## src/common/mem_pkg.sv

```systemverilog
// memory-side types shared by the readout, the arbiter and the clear engine
package mem_pkg;

   // one memory word carries four packed 8-bit pixels
   typedef logic [31:0] word_t;

   // word address into either memory bank
   typedef logic [18:0] addr_t;

   // pixels per word
   localparam int LANES = 4;

   // selects one pixel lane inside a word
   typedef logic [$clog2(LANES)-1:0] lane_t;

   // cycles from address to valid read data
   // the readout holds each address one cycle longer than this
   localparam int READ_LATENCY = 2;

endpackage

```

## src/common/frame_pkg.sv

```systemverilog
// image-side types and the board frame geometry
package frame_pkg;

   // grayscale pixel as sent out of the readout
   typedef logic [7:0] pixel_t;

   // virtual camera offset and angle
   typedef logic [10:0] view_t;
   typedef logic [8:0] angle_t;

   // board geometry with 1024 pixels per row as 256 words
   localparam int ROW_WORDS_DEFAULT = 256;
   localparam int ROWS_DEFAULT = 768;
   // cycles per pixel slot, slow enough for a serial link
   localparam int PACE_DEFAULT = 16384;
   // whole bank of memory 1
   localparam int CLEAR_DEPTH_DEFAULT = 2 ** 19;

endpackage

```

## src/common/mem_port_if.sv

```systemverilog
// one request port into a word-wide memory
// read data comes back READ_LATENCY cycles after the address
interface mem_port_if;

   mem_pkg::addr_t addr;
   logic we;
   mem_pkg::word_t wdata;
   mem_pkg::word_t rdata;

   // side that issues addresses
   modport requester (
      output addr,
      output we,
      output wdata,
      input  rdata
   );

   // side that owns the memory pins
   modport memory (
      input  addr,
      input  we,
      input  wdata,
      output rdata
   );

endinterface

```

## src/frame_dump/dump_sequencer.sv

```systemverilog
// frame lock plus the address walk of the readout
// each word holds its address, strobes the read word and waits for the serializer
module dump_sequencer #(
   parameter int ROW_WORDS = frame_pkg::ROW_WORDS_DEFAULT,
   parameter int ROWS = frame_pkg::ROWS_DEFAULT
) (
   input  logic clk,
   input  logic rst_n,
   input  logic save,
   mem_port_if.requester mem,
   output logic word_strobe,
   output mem_pkg::word_t word,
   input  logic lanes_done,
   output logic frame_locked,
   output logic dump_done
);

   localparam int LAT_W = $clog2(mem_pkg::READ_LATENCY + 1);

   typedef enum logic [1:0] {
      st_idle,
      st_wait_read,
      st_send
   } state_t;

   state_t state;
   logic [LAT_W-1:0] lat_cnt;
   // column within the row, row index and the word address of the row start
   mem_pkg::addr_t col;
   mem_pkg::addr_t row;
   mem_pkg::addr_t row_base;
   logic last_col;
   logic last_row;

   ////////////////////
   // address and read data

   assign last_col = (col == mem_pkg::addr_t'(ROW_WORDS - 1));
   assign last_row = (row == mem_pkg::addr_t'(ROWS - 1));

   assign mem.addr = row_base + col;
   // read-only port
   assign mem.we = 1'b0;
   assign mem.wdata = '0;

   // data is valid in the last hold cycle
   assign word_strobe = (state == st_wait_read) &&
                        (lat_cnt == LAT_W'(mem_pkg::READ_LATENCY));
   assign word = mem.rdata;

   ////////////////////
   // control FSM

   always_ff @(posedge clk) begin
      if (!rst_n) begin
         state <= st_idle;
         frame_locked <= 1'b0;
         dump_done <= 1'b0;
         lat_cnt <= '0;
         col <= '0;
         row <= '0;
         row_base <= '0;
      end else begin
         case (state)
            st_idle: begin
               // lock is one-shot, held until reset
               if (save && !frame_locked) begin
                  frame_locked <= 1'b1;
                  lat_cnt <= '0;
                  state <= st_wait_read;
               end
            end
            st_wait_read: begin
               if (word_strobe) begin
                  state <= st_send;
               end else begin
                  lat_cnt <= lat_cnt + 1'b1;
               end
            end
            st_send: begin
               // next address goes out the cycle after lanes_done
               if (lanes_done) begin
                  lat_cnt <= '0;
                  if (!last_col) begin
                     col <= col + 1'b1;
                     state <= st_wait_read;
                  end else if (!last_row) begin
                     col <= '0;
                     row <= row + 1'b1;
                     row_base <= row_base + mem_pkg::addr_t'(ROW_WORDS);
                     state <= st_wait_read;
                  end else begin
                     // whole frame sent so park in idle
                     col <= '0;
                     dump_done <= 1'b1;
                     state <= st_idle;
                  end
               end
            end
            default: state <= st_idle;
         endcase
      end
   end

endmodule

```

## src/frame_dump/lane_serializer.sv

```systemverilog
// splits one word into four pixels and paces them out
// lane order is 0, 3, 2, 1 as the link expects it
module lane_serializer #(
   parameter int PACE = frame_pkg::PACE_DEFAULT
) (
   input  logic clk,
   input  logic rst_n,
   input  logic word_strobe,
   input  mem_pkg::word_t word,
   output frame_pkg::pixel_t pixel,
   output logic send,
   output logic lanes_done
);

   localparam int PIX_W = $bits(frame_pkg::pixel_t);
   localparam int PACE_W = $clog2(PACE + 1);

   mem_pkg::word_t word_q;
   logic busy;
   // slot counts 0..3 and lane_sel is the pixel lane of that slot
   mem_pkg::lane_t slot;
   mem_pkg::lane_t lane_sel;
   logic [PACE_W-1:0] pace_cnt;

   // two's complement of the slot gives 0, 3, 2, 1
   assign lane_sel = ~slot + mem_pkg::lane_t'(1);
   assign pixel = word_q[lane_sel * PIX_W +: PIX_W];

   // word being unpacked
   always_ff @(posedge clk) begin
      if (word_strobe) begin
         word_q <= word;
      end
   end

   always_ff @(posedge clk) begin
      if (!rst_n) begin
         busy <= 1'b0;
         slot <= '0;
         pace_cnt <= '0;
         send <= 1'b0;
         lanes_done <= 1'b0;
      end else begin
         // strobes are single cycle
         send <= 1'b0;
         lanes_done <= 1'b0;
         if (word_strobe) begin
            busy <= 1'b1;
            slot <= '0;
            pace_cnt <= '0;
            send <= 1'b1;
         end else if (busy) begin
            if (pace_cnt == PACE_W'(PACE - 1)) begin
               pace_cnt <= '0;
               if (slot == mem_pkg::lane_t'(mem_pkg::LANES - 1)) begin
                  busy <= 1'b0;
                  lanes_done <= 1'b1;
               end else begin
                  slot <= slot + 1'b1;
                  send <= 1'b1;
               end
            end else begin
               pace_cnt <= pace_cnt + 1'b1;
            end
         end
      end
   end

endmodule

```

## src/hdl/view_blackout.sv

```systemverilog
// clears memory 1 whenever the camera view moves
// zeros are written only while blank is high
module view_blackout #(
   parameter int CLEAR_DEPTH = frame_pkg::CLEAR_DEPTH_DEFAULT
) (
   input  logic clk,
   input  logic rst_n,
   input  frame_pkg::view_t view_x,
   input  frame_pkg::view_t view_y,
   input  frame_pkg::angle_t view_angle,
   input  logic blank,
   output mem_pkg::addr_t mem1_addr,
   output logic mem1_we,
   output mem_pkg::word_t mem1_wdata
);

   frame_pkg::view_t prev_x;
   frame_pkg::view_t prev_y;
   frame_pkg::angle_t prev_angle;
   logic view_change;
   logic active;
   mem_pkg::addr_t sweep_addr;

   // last cycle's view
   always_ff @(posedge clk) begin
      prev_x <= view_x;
      prev_y <= view_y;
      prev_angle <= view_angle;
   end

   assign view_change = (view_x != prev_x) || (view_y != prev_y) ||
                        (view_angle != prev_angle);

   ////////////////////
   // sweep counter

   always_ff @(posedge clk) begin
      if (!rst_n) begin
         active <= 1'b0;
         sweep_addr <= '0;
      end else if (view_change) begin
         // any move restarts from the bottom
         active <= 1'b1;
         sweep_addr <= '0;
      end else if (active && blank) begin
         if (sweep_addr == mem_pkg::addr_t'(CLEAR_DEPTH - 1)) begin
            active <= 1'b0;
         end else begin
            sweep_addr <= sweep_addr + 1'b1;
         end
      end
   end

   assign mem1_addr = sweep_addr;
   assign mem1_we = active && blank;
   assign mem1_wdata = '0;

endmodule

```

## src/hdl/mem_port_arbiter.sv

```systemverilog
// memory 0 port mux
// readout owns the port while the frame is locked, the host otherwise
module mem_port_arbiter (
   mem_port_if.memory dump,
   input  logic frame_locked,
   input  mem_pkg::addr_t host_addr,
   input  logic host_we,
   input  mem_pkg::word_t host_wdata,
   output mem_pkg::addr_t mem0_addr,
   output logic mem0_we,
   output mem_pkg::word_t mem0_wdata,
   input  mem_pkg::word_t mem0_rdata
);

   assign mem0_addr = frame_locked ? dump.addr : host_addr;
   // the locked frame must never be overwritten
   assign mem0_we = frame_locked ? 1'b0 : host_we;
   assign mem0_wdata = frame_locked ? dump.wdata : host_wdata;

   // read data goes back to the readout in either case
   assign dump.rdata = mem0_rdata;

endmodule

```

## src/hdl/frame_capture_top.sv

```systemverilog
// frame readout and view-change clear
// memory 0 is shared with a host, memory 1 is cleared on view moves
module frame_capture_top #(
   parameter int ROW_WORDS = frame_pkg::ROW_WORDS_DEFAULT,
   parameter int ROWS = frame_pkg::ROWS_DEFAULT,
   parameter int PACE = frame_pkg::PACE_DEFAULT,
   parameter int CLEAR_DEPTH = frame_pkg::CLEAR_DEPTH_DEFAULT
) (
   input  logic clk,
   input  logic rst_n,
   // readout control and pixel stream
   input  logic save,
   output logic frame_locked,
   output logic dump_done,
   output frame_pkg::pixel_t pixel,
   output logic send,
   // memory 0
   output mem_pkg::addr_t mem0_addr,
   output logic mem0_we,
   output mem_pkg::word_t mem0_wdata,
   input  mem_pkg::word_t mem0_rdata,
   // host side of memory 0
   input  mem_pkg::addr_t host_addr,
   input  logic host_we,
   input  mem_pkg::word_t host_wdata,
   // camera view and blanking
   input  frame_pkg::view_t view_x,
   input  frame_pkg::view_t view_y,
   input  frame_pkg::angle_t view_angle,
   input  logic blank,
   // memory 1
   output mem_pkg::addr_t mem1_addr,
   output logic mem1_we,
   output mem_pkg::word_t mem1_wdata
);

   logic word_strobe;
   mem_pkg::word_t word;
   logic lanes_done;

   mem_port_if i_dump_port ();

   ////////////////////
   // frame readout

   dump_sequencer #(
      .ROW_WORDS (ROW_WORDS),
      .ROWS      (ROWS)
   ) i_dump_sequencer (
      .clk          (clk),
      .rst_n        (rst_n),
      .save         (save),
      .mem          (i_dump_port.requester),
      .word_strobe  (word_strobe),
      .word         (word),
      .lanes_done   (lanes_done),
      .frame_locked (frame_locked),
      .dump_done    (dump_done)
   );

   lane_serializer #(
      .PACE (PACE)
   ) i_lane_serializer (
      .clk         (clk),
      .rst_n       (rst_n),
      .word_strobe (word_strobe),
      .word        (word),
      .pixel       (pixel),
      .send        (send),
      .lanes_done  (lanes_done)
   );

   mem_port_arbiter i_mem_port_arbiter (
      .dump         (i_dump_port.memory),
      .frame_locked (frame_locked),
      .host_addr    (host_addr),
      .host_we      (host_we),
      .host_wdata   (host_wdata),
      .mem0_addr    (mem0_addr),
      .mem0_we      (mem0_we),
      .mem0_wdata   (mem0_wdata),
      .mem0_rdata   (mem0_rdata)
   );

   ////////////////////
   // render memory clear

   view_blackout #(
      .CLEAR_DEPTH (CLEAR_DEPTH)
   ) i_view_blackout (
      .clk        (clk),
      .rst_n      (rst_n),
      .view_x     (view_x),
      .view_y     (view_y),
      .view_angle (view_angle),
      .blank      (blank),
      .mem1_addr  (mem1_addr),
      .mem1_we    (mem1_we),
      .mem1_wdata (mem1_wdata)
   );

endmodule

```

## config.mk

```make
export PLATFORM = sky130hd
export DESIGN_NAME = frame_capture_top
export DESIGN_NICKNAME = d
export VERILOG_FILES = /design/src/common/mem_pkg.sv /design/src/common/frame_pkg.sv /design/src/common/mem_port_if.sv /design/src/frame_dump/dump_sequencer.sv /design/src/frame_dump/lane_serializer.sv /design/src/hdl/view_blackout.sv /design/src/hdl/mem_port_arbiter.sv /design/src/hdl/frame_capture_top.sv
export SDC_FILE = /design/constraint.sdc
export NUM_CORES = 1
export LEC_CHECK = 0
export BUFFER_PORTS_ARGS = -buffer_cell sky130_fd_sc_hd__buf_2
export CORE_MARGIN = 8
export CORE_UTILIZATION = 44
export DETAILED_ROUTE_END_ITERATION = 12
export GPL_TIMING_DRIVEN = 0
export PLACE_DENSITY = 0.73
export SYNTH_ARGS = -nofsm -noshare
export SYNTH_HDL_FRONTEND = slang
export SYNTH_SLANG_ARGS = --single-unit
```

## constraint.sdc

```tcl
create_clock -name clk -period 1.85 [get_ports clk]
set_input_delay 0.185 -clock clk [delete_from_list [all_inputs] [get_ports clk]]
set_output_delay 0.185 -clock clk [all_outputs]
set_load 0.01 [all_outputs]
```

==> results of run 1 <==
state kept, by name, indices dropped and copies added (netlist names), 11 cells and up:
signal	flops
i_dump_sequencer.row_base	11
i_dump_sequencer.col	19
i_view_blackout.mem1_addr	19
i_lane_serializer.pace_cnt	15
i_lane_serializer.word_q	32
i_dump_sequencer.row	19
i_view_blackout.prev_y	11
i_view_blackout.prev_x	11
per-layer routing:
metal,vias to the layer above,wire [um]
met3,46,2120
li1,3537,-
met1,3573,8980
met5,-,0
met4,0,643
met2,344,12600
cells in the mapped netlist (all sizes together), types with 15 or more instances:
library cell and count:
clkbuf 20, dfxtp 126, xor2 20, inv 18, ha 17, mux2i 15
buf 45, nand2 53, nand3 34, xnor2 60, nor4 16, a21oi 32
edfxtp 32, nor2b 34, nand4 31, nand2b 17, nor2 71
cells by family (layout without fill, tap and decap cells):
kind of cell,count (synthesis),in the layout
simple gates,333,333
other cells,1,32
fa+ha+maj,18,18
mux,36,36
buf+inv,84,417
flops,158,158
xor+xnor,80,80
compound gates,97,98
through the flow:
stage	hold slack, ns	area [um^2]	instances	TNS (ns)	power [W]
2_1_floorplan	0.213	8040	838	-0.279	0.00408
3_3_place_gp	0.312	9330	1263	-22.72	0.00437
3_5_place_dp	0.314	9330	1263	-26.95	0.00438
4_1_cts	0.0275	11100	1374	-5.16	0.00785
5_1_grt	0.0415	11700	1397	-9.57	0.00808
6_report	0.0409	11700	1397	-6.71	0.00785
layout make-up:
type	count	share of cell area, %
Buffer	61	4.21
Clock buffer	19	3.77
Clock inverter	13	1.01
Inverter	19	0.640
Multi-Input combinational cell	597	40.0
Sequential cell	158	30.3
Tap cell	225	2.40
Timing Repair Buffer	304	17.6
Timing Repair inverter	1	0.0640
worst max-delay path: stages, from the launching register on:
cell,delay [ns]
dfxtp_4,0.38
ha_4,0.14
inv_2,0.04
fa_2,0.37
nor2b_2,0.15
o2111ai_2,0.17
a311oi_2,0.30
nor3_2,0.09
o31ai_2,0.16
buf_2,0.16
worst paths after layout:
check / end / slack [ns] / depth (start not counted)
min: i_dump_sequencer.frame_locked / 0.04 / 3
max reg2reg: i_dump_sequencer.row[0] / -0.17 / 8
max: mem0_addr[16] / -0.73 / 9
min reg2reg: i_dump_sequencer.lat_cnt[0] / 0.48 / 2
timing repair:
| action | in CTS | in global routing |
|---|---|---|
| hold endpoints to repair | 63 | 0 |
| resized for setup | 112 | 112 |
| buffers inserted | 15 | 26 |
| cloned | 3 | 2 |
| setup endpoints to repair | 162 | 107 |
| pin swaps | 30 | 39 |
| hold buffers | 63 | 0 |
power groups by stage:
stage | Clock [W] | Sequential [W] | Combinational, W
final | 0.00336 | 0.00358 | 0.000907
after global routing | 0.00351 | 0.00359 | 0.000985
after CTS | 0.00341 | 0.00358 | 0.000857
after detailed placement | 0 | 0.00367 | 0.000707
after global placement | 0 | 0.00367 | 0.000700
after floorplan | 0 | 0.00367 | 0.000409
==> results_dict.tcl, run 1 <==
set metrics [dict create \
    min_period_over_period_pct 139 \
    grt_pass1_vias 7122 \
    swShare_pct 25.5 \
    portBuffers 200 \
    dr.pass1.iters 5 \
    yosys_register_bits 158 \
    hp-start "save" \
    avgViaCountPerCell 5.37 \
    worst-path-max-fanout 3 \
    drcViolationCount 0 \
    synth_compound_area_share_pct 8.19 \
    die_area_mm2 0.0223 \
    cts_tree "done" \
    mostFrequentLayoutCell "buf_2" \
    p_comb_share_pct 11.5 \
    htree_levels 4 \
    coreArea_mm2 0.0174 \
    busiest_layer "met2" \
    drv_cap 0 \
    num_vias 7500 \
    numCtsBuffers 17 \
    synth_xor_area_share_pct 8.97 \
    fmaxAchievable_ghz 0.388 \
    clk-insertion-delay-late_ns 0.43 \
    clockBufferDepth 2 \
    setup_viol 35 \
    synthSimpleGateAreaFrac_pct 23.3 \
    postSynthAreaPerCell_um2 9.68 \
    regArea_mm2 0.00355 \
    use_met3_pct 5.55 \
    grt-ovfl-total 0 \
    drive_above_1_share_pct 41.0 \
    synth_cells 807 \
    yosysTopAreaCell "dfxtp_1" \
    hpwl_um 14900 \
    p_sw_w 0.00200 \
    min_path_type "input pin to register" \
    required_ns 1.66 \
    crit_type "register to output pin" \
    relSlewSlack_pct 51.1 \
    synth_top_family_by_area "simple AND/OR/NAND/NOR gates" \
    grt_use_total_pct 19.7 \
    place_congestion 0.829 \
    ant_nets 0 \
    synth_async_sr_flop_share_pct 0 \
    layout_common_cells "buf_2, dfxtp_1, nor2_1, buf_4, dlygate4sd3_1" \
    fin_ws_ns -0.731 \
    synth_cell_types 63 \
    die_h_um 149 \
    area_growth_pct 50.3 \
    cts_root_buf "clkbuf_16" \
    path_clk_slew_ns 0.07 \
    seq_power_share_pct 45.6 \
    wire_per_inst_um 17.5 \
    violations "negative setup slack" \
    finalNetCount 1296 \
    clockPowerShare_pct 42.8 \
    ys_seq_area_share_pct 44.6 \
    synth_edf_count 32 \
    synth.area.top_cells "dfxtp_1, edfxtp_1, xnor2_1" \
    grtUsageMet2_pct 36.7 \
    crit_path_end_kind "output pin" \
    multiInputGateArea_mm2 0.00470 \
    outcome "finished, violations left" \
    r2r_start "i_dump_sequencer.col[8]" \
    final_max_slew_viol_count 0 \
    synthAdderAreaFrac_pct 2.98 \
    grt_max_degree 17 \
    initialDrtViolationCount 379 \
    startpoint_type "register" \
    fillers 1224 \
    rsz0062_at_grt "true" \
    grt_pass1_wl_um 35600 \
    wl_um 24400 \
    fin_skew_ns 0.00836 \
    syn_area_mm2 0.00781 \
    rows 48 \
    ys.flop_type "dfxtp_1" \
    intPower_w 0.00585 \
    hold_viol 0 \
    startpoint "i_dump_sequencer.col[8]" \
    power.density_mw_per_mm2 669 \
    post-place-ws_ns -0.494 \
    irDropWorstVdd_mv 0.661 \
    cellLeakagePower_nw 4.72 \
    die_w_um 149 \
    yosys_warnings 0 \
    grt_use_met1_pct 20.3 \
    synth.top_cell.area_share_pct 32.3 \
    min_period_ns 2.58 \
    synthMuxAreaShare_pct 6.10 \
    post-route-util_pct 67.6 \
    start_util_pct 45.0 \
    numClockSinks 158 \
    io_pins 234 \
    diodes 0 \
    worst_ep_arrival_time_ns 2.40 \
    worst_pin_slew_ns 0.734 \
    antenna_found_initial 0 \
]
Power figures use the tool's default switching activity.
==> inputs of run 2 (changes only) <==
--- a/config.mk
+++ b/config.mk
@@ -6,6 +6,7 @@
 export NUM_CORES = 1
 export LEC_CHECK = 0
 export BUFFER_PORTS_ARGS = -buffer_cell sky130_fd_sc_hd__buf_2
+export CORE_ASPECT_RATIO = 1.5
 export CORE_MARGIN = 8
 export CORE_UTILIZATION = 44
 export DETAILED_ROUTE_END_ITERATION = 12
==> run 2 against run 1 <==
Against the previous run:
- the run still ends with negative setup slack left
- register-to-register slack worse by 0.09 ns
- largest power group unchanged
- sequential share of layout area is 0.62 points lower
- first-iteration DRC count is 6.3% lower
- count of clock-buffer cells in the layout down 2
- worst hold slack got worse by 0.023 ns
==> results_dict.tcl, run 2 (synthesis gave the netlist of run 1 again) <==
set metrics [dict create \
    outcome "finished, violations left" \
    violations "negative setup slack" \
    hpwl_um 16100 \
    fin_skew_ns 0.0151 \
    die_w_um 125 \
    drcViolationCount 0 \
    timing.reg2reg.setup_slack_ns -0.26 \
    die_area_mm2 0.0224 \
    crit_type "register to output pin" \
    worst-path-max-fanout 3 \
    clk-insertion-delay-late_ns 0.43 \
    whs_ns 0.0183 \
    numCtsBuffers 17 \
    post-place-ws_ns -0.487 \
    path_clk_slew_ns 0.07 \
    fin_ws_ns -0.706 \
    post-route-util_pct 69.2 \
    largest_reg_flops 32 \
    worst_ep_arrival_time_ns 2.37 \
    crit_path_end_kind "output pin" \
    dr.pass1.iters 8 \
    grt_pass1_wl_um 37700 \
    wire_per_inst_um 18.8 \
    hold_viol 0 \
    critPathSlowestCell "dfxtp_4" \
    cellLeakagePower_nw 4.81 \
    numClockSinks 158 \
    busiest_layer "met2" \
    use_met3_pct 6.16 \
    grt_use_met1_pct 19.6 \
    grt-ovfl-total 0 \
    worst_pin_slew_ns 0.875 \
    cts_root_buf "clkbuf_16" \
    io_pins 234 \
    final_max_slew_viol_count 0 \
    place_congestion 0.838 \
    relSlewSlack_pct 41.7 \
    avgViaCountPerCell 5.44 \
    initialDrtViolationCount 355 \
    cp_cell_sequence "ha_4 -> inv_2 -> fa_2 -> nor2b_4 -> o2111ai_4 -> a311oi_2 -> nor3_2 -> o31ai_2 -> buf_2" \
    total_power_w 0.00805 \
    drv_cap 0 \
    grt_use_total_pct 20.8 \
    start_util_pct 45.0 \
    fmaxAchievable_ghz 0.391 \
    grt_pass1_vias 7560 \
    htree_levels 4 \
    power.density_mw_per_mm2 671 \
    regMostFlops "i_lane_serializer.word_q" \
    rsz0062_at_grt "true" \
    num_vias 7552 \
    clockBufferDepth 2 \
    required_ns 1.66 \
    min_path_type "input pin to register" \
    mostFrequentLayoutCell "buf_2" \
    setup_viol 53 \
    irDropWorstVdd_mv 1.07 \
    grtUsageMet2_pct 40.1 \
    wl_um 26000 \
    area_growth_pct 53.7 \
    drive_above_1_share_pct 41.7 \
    grt_max_degree 20 \
    layout_common_cells "buf_2, dfxtp_1, nor2_1, buf_4, dlygate4sd3_1" \
    portBuffers 200 \
    startpoint_type "register" \
    finalNetCount 1298 \
    die_h_um 179 \
    min_period_ns 2.56 \
    slowest_delay_ns 0.38 \
    coreArea_mm2 0.0173 \
    min_period_over_period_pct 138 \
    cts_tree "done" \
    antenna_found_initial 1 \
    ant_nets 0 \
    rows 59 \
]
-- run 2: cell types whose count changed in the layout (fill, tap and decap cells not counted), sizes merged --
cell	before	now
buf	287	290
clkbuf	34	31
clkinv	5	8
inv	26	23
clkinvlp	2	4
diode	0	1
nand3	34	35
o21ai	14	13
-- run 2: worst paths after layout --
kind                            cells after the start                        from                       endpoint
worst max register to register                      8     i_dump_sequencer.col[8]        i_dump_sequencer.row[7]
worst min-delay path                                3                        save  i_dump_sequencer.frame_locked
worst max-delay path                                9     i_dump_sequencer.col[8]                  mem0_addr[16]
worst min register to register                      2  i_dump_sequencer.dump_done     i_dump_sequencer.dump_done
-- run 2: what timing repair did --
item                                   CTS  global route
buffers inserted                        17            27
endpoints found under the hold margin   63             0
pin swaps                               37            59
gates cloned                             4             4
hold buffers                            63             0
gates resized for setup                123           125
setup endpoints to repair              170           124
-- run 2: stage by stage --
stage | std cells | area, um^2 | setup TNS (ns)
2_1_floorplan | 838 | 8040 | -0.279
4_1_cts | 1365 | 11200 | -6.96
3_5_place_dp | 1251 | 9310 | -27.37
5_1_grt | 1388 | 12000 | -13.37
6_report | 1388 | 12000 | -8.95
3_3_place_gp | 1251 | 9310 | -23.39
-- run 2: layer usage --
metal	wire length [um]	share of wire, %
met5	0	0
met4	978	3.8
met3	2000	7.7
met2	14000	54
met1	9030	35
-- run 2: critical path, delay by kind of cell, from the launching register on --
family | cells | cell delay (ns)
compound gates | 3 | 0.60
fa+ha+maj | 2 | 0.52
buf+inv | 2 | 0.21
flops | 1 | 0.38
simple gates | 2 | 0.25
-- run 2: where the power goes --
part | internal (W) | switching (W) | total, W
sequential | 0.00354 | 0.0000342 | 0.00358
clock | 0.00184 | 0.00172 | 0.00356
combinational | 0.000490 | 0.000429 | 0.000919
-- run 2: cell type report --
| type | instances | area, um^2 |
|---|---|---|
| fillers | 1160 | 5340 |
| multi-input cells | 597 | 4860 |
| flip-flops and latches | 158 | 3560 |
| repair buffers | 308 | 2110 |
| plain buffers | 59 | 512 |
| clock buffers | 17 | 425 |
| well taps | 213 | 267 |
| clock inverters | 15 | 189 |
| inverters | 19 | 75.1 |
| repair inverters | 1 | 7.51 |
| diodes | 1 | 2.50 |
==> inputs of run 3 (changes only) <==
==> constraint.sdc (replaced) <==
create_clock -name clk -period 1.85 [get_ports clk]
set_input_delay 0.37 -clock clk [delete_from_list [all_inputs] [get_ports clk]]
set_output_delay 0.37 -clock clk [all_outputs]
set_load 0.01 [all_outputs]
==> run 3 against run 2 <==
Against the previous run:
- fmax shrank 10%
- highest routed layer unchanged
- count of clock-buffer cells in the layout unchanged
- non-clock buffer count shrank 63
- sequential power about the same
- global-route usage fell by 1.7 points
- sequential share of layout area up 1.5 points
- flip-flop and latch count unchanged
- clock skew grew 0.0014 ns
- the flow still finishes with violations (negative setup slack)
==> results_dict.tcl, run 3 (synthesis gave the netlist of run 1 again) <==
set metrics [dict create \
    startpoint_type "register" \
    placed_cell_area_mm2 0.00936 \
    die_w_um 125 \
    drcViolationCount 0 \
    setup_viol 75 \
    area_growth_pct 46.1 \
    antenna_found_initial 0 \
    drv_cap 0 \
    swShare_pct 26.8 \
    worst_ep_arrival_time_ns 2.47 \
    grt_use_total_pct 19.0 \
    r2r_start "i_dump_sequencer.col[8]" \
    fmaxAchievable_ghz 0.352 \
    min_path_type "input pin to register" \
    io_pins 234 \
    avgViaCountPerCell 5.44 \
    path_clk_slew_ns 0.08 \
    postCtsHoldBufs 0 \
    fin_skew_ns 0.0165 \
    min_period_over_period_pct 154 \
    drive_above_1_share_pct 45.1 \
    final_max_slew_viol_count 0 \
    clockPowerShare_pct 44.8 \
    largest_reg_flops 32 \
    cp_cell_sequence "ha_4 -> inv_2 -> fa_2 -> nor2b_2 -> o2111ai_2 -> a311oi_2 -> nor3_2 -> o31ai_2 -> buf_2" \
    layout_common_cells "buf_2, dfxtp_1, buf_4, nor2_1, xnor2_1" \
    numClockSinks 158 \
    crit_type "register to output pin" \
    ant_nets 0 \
    critPathSlowestCell "dfxtp_4" \
    whs_ns 0.0607 \
    startpoint "i_dump_sequencer.col[8]" \
    grt-ovfl-total 0 \
    fin_ws_ns -0.991 \
    p_comb_share_pct 10.0 \
    rsz0062_at_grt "true" \
    min_period_ns 2.84 \
    intPower_w 0.00578 \
    wl_um 23700 \
    relSlewSlack_pct 54.6 \
    stdcell_area_mm2 0.0114 \
    wire_per_inst_um 17.9 \
    worst_pin_slew_ns 0.681 \
    hold_viol 0 \
    start_util_pct 45.0 \
    p_sw_w 0.00212 \
    dr.pass1.iters 5 \
    clockBufferDepth 2 \
    worst-path-max-fanout 3 \
    cts_root_buf "clkbuf_16" \
    hpwl_um 16000 \
    mostFrequentLayoutCell "buf_2" \
    place_congestion 0.834 \
    die_h_um 179 \
    grt_pass1_vias 7060 \
    numCtsBuffers 17 \
    coreArea_mm2 0.0173 \
    timing.reg2reg.setup_slack_ns -0.32 \
    crit_path_end_kind "output pin" \
    violations "negative setup slack" \
    seq_power_share_pct 45.2 \
    initialDrtViolationCount 317 \
    rows 59 \
    cts_tree "done" \
    irDropWorstVdd_mv 0.585 \
    final_cells 1325 \
    portBuffers 200 \
    required_ns 1.48 \
    hp-start "view_y[3]" \
    fin_setup_tns_ns -17.72 \
    die_area_mm2 0.0224 \
    regMostFlops "i_lane_serializer.word_q" \
    htree_levels 4 \
    num_vias 7209 \
    grt_max_degree 20 \
    outcome "finished, violations left" \
    power.density_mw_per_mm2 693 \
    cellLeakagePower_nw 4.55 \
    post-place-ws_ns -0.695 \
    grt_pass1_wl_um 34700 \
    dpl.cell_count 1251 \
    clk-insertion-delay-late_ns 0.43 \
    slowest_delay_ns 0.38 \
    finalNetCount 1236 \
    diodes 0 \
]
run 3: cell types whose count changed in the layout (fill, tap and decap cells not counted), moves of 4 or more:
cell           previous run  this run
dlygate4sd3_1            63         0
xnor2_2                   4         0
nor2_2                    2         6
buf_8                     7         2
buf_12                    4         8
nand3_1                  30        25
nand3_2                   2         6
nor2_1                   69        64
xnor2_1                  56        60
run 3: routing by layer:
metal / global-route usage, % / wire length [um] / up-vias
li1: - / - / 3429
met1: 17.6 / 8430 / 3397
met2: 37.5 / 12900 / 321
met3: 5.30 / 1630 / 62
met4: 8.77 / 804 / 0
met5: 0 / 0 / -
run 3: cell type report:
cell class	count	area, um^2
timing repair inverter	1	7.51
multi-input combinational	598	4890
timing repair buffer	243	1490
buffer	61	522
inverter	19	75.1
fill	1346	5940
tap	213	267
sequential	158	3550
clock inverter	15	184
clock buffer	17	425
run 3: worst max-delay path, delay by kind of cell (launching register included):
family / cells / cell delay [ns]
AOI/OAI and AO/OA: 3 / 0.69
adders and majority gates: 2 / 0.51
DFF: 1 / 0.38
and+or+nand+nor: 2 / 0.25
buffers and inverters: 2 / 0.21
run 3: path summary, 6_finish.rpt:
path	endpoint	cells after the start
max	mem0_addr[16]	9
min reg2reg	i_dump_sequencer.lat_cnt[0]	2
max reg2reg	i_dump_sequencer.row[7]	8
min	i_view_blackout.prev_y[3]	1
run 3: through the flow:
stage / total power, W / util (%)
after detailed placement: 0.00439 / 53.9
after global routing: 0.00818 / 65.8
after CTS: 0.00793 / 61.7
final: 0.00791 / 65.8
after global placement: 0.00438 / 53.9
after floorplan: 0.00408 / -
run 3: timing repair:
item / in CTS / in global routing
cloned: 4 / 3
pin swaps: 37 / 41
setup buffers: 19 / 21
resized for setup: 129 / 114
setup endpoints to repair: 164 / 141
run 3: power groups by stage:
stage          registers [W]  clock network, W  logic [W]
3_3_place_gp         0.00367                 0   0.000708
5_1_grt              0.00358           0.00374   0.000862
4_1_cts              0.00358           0.00359   0.000756
3_5_place_dp         0.00367                 0   0.000718
2_1_floorplan        0.00367                 0   0.000414
6_report             0.00357           0.00354   0.000790
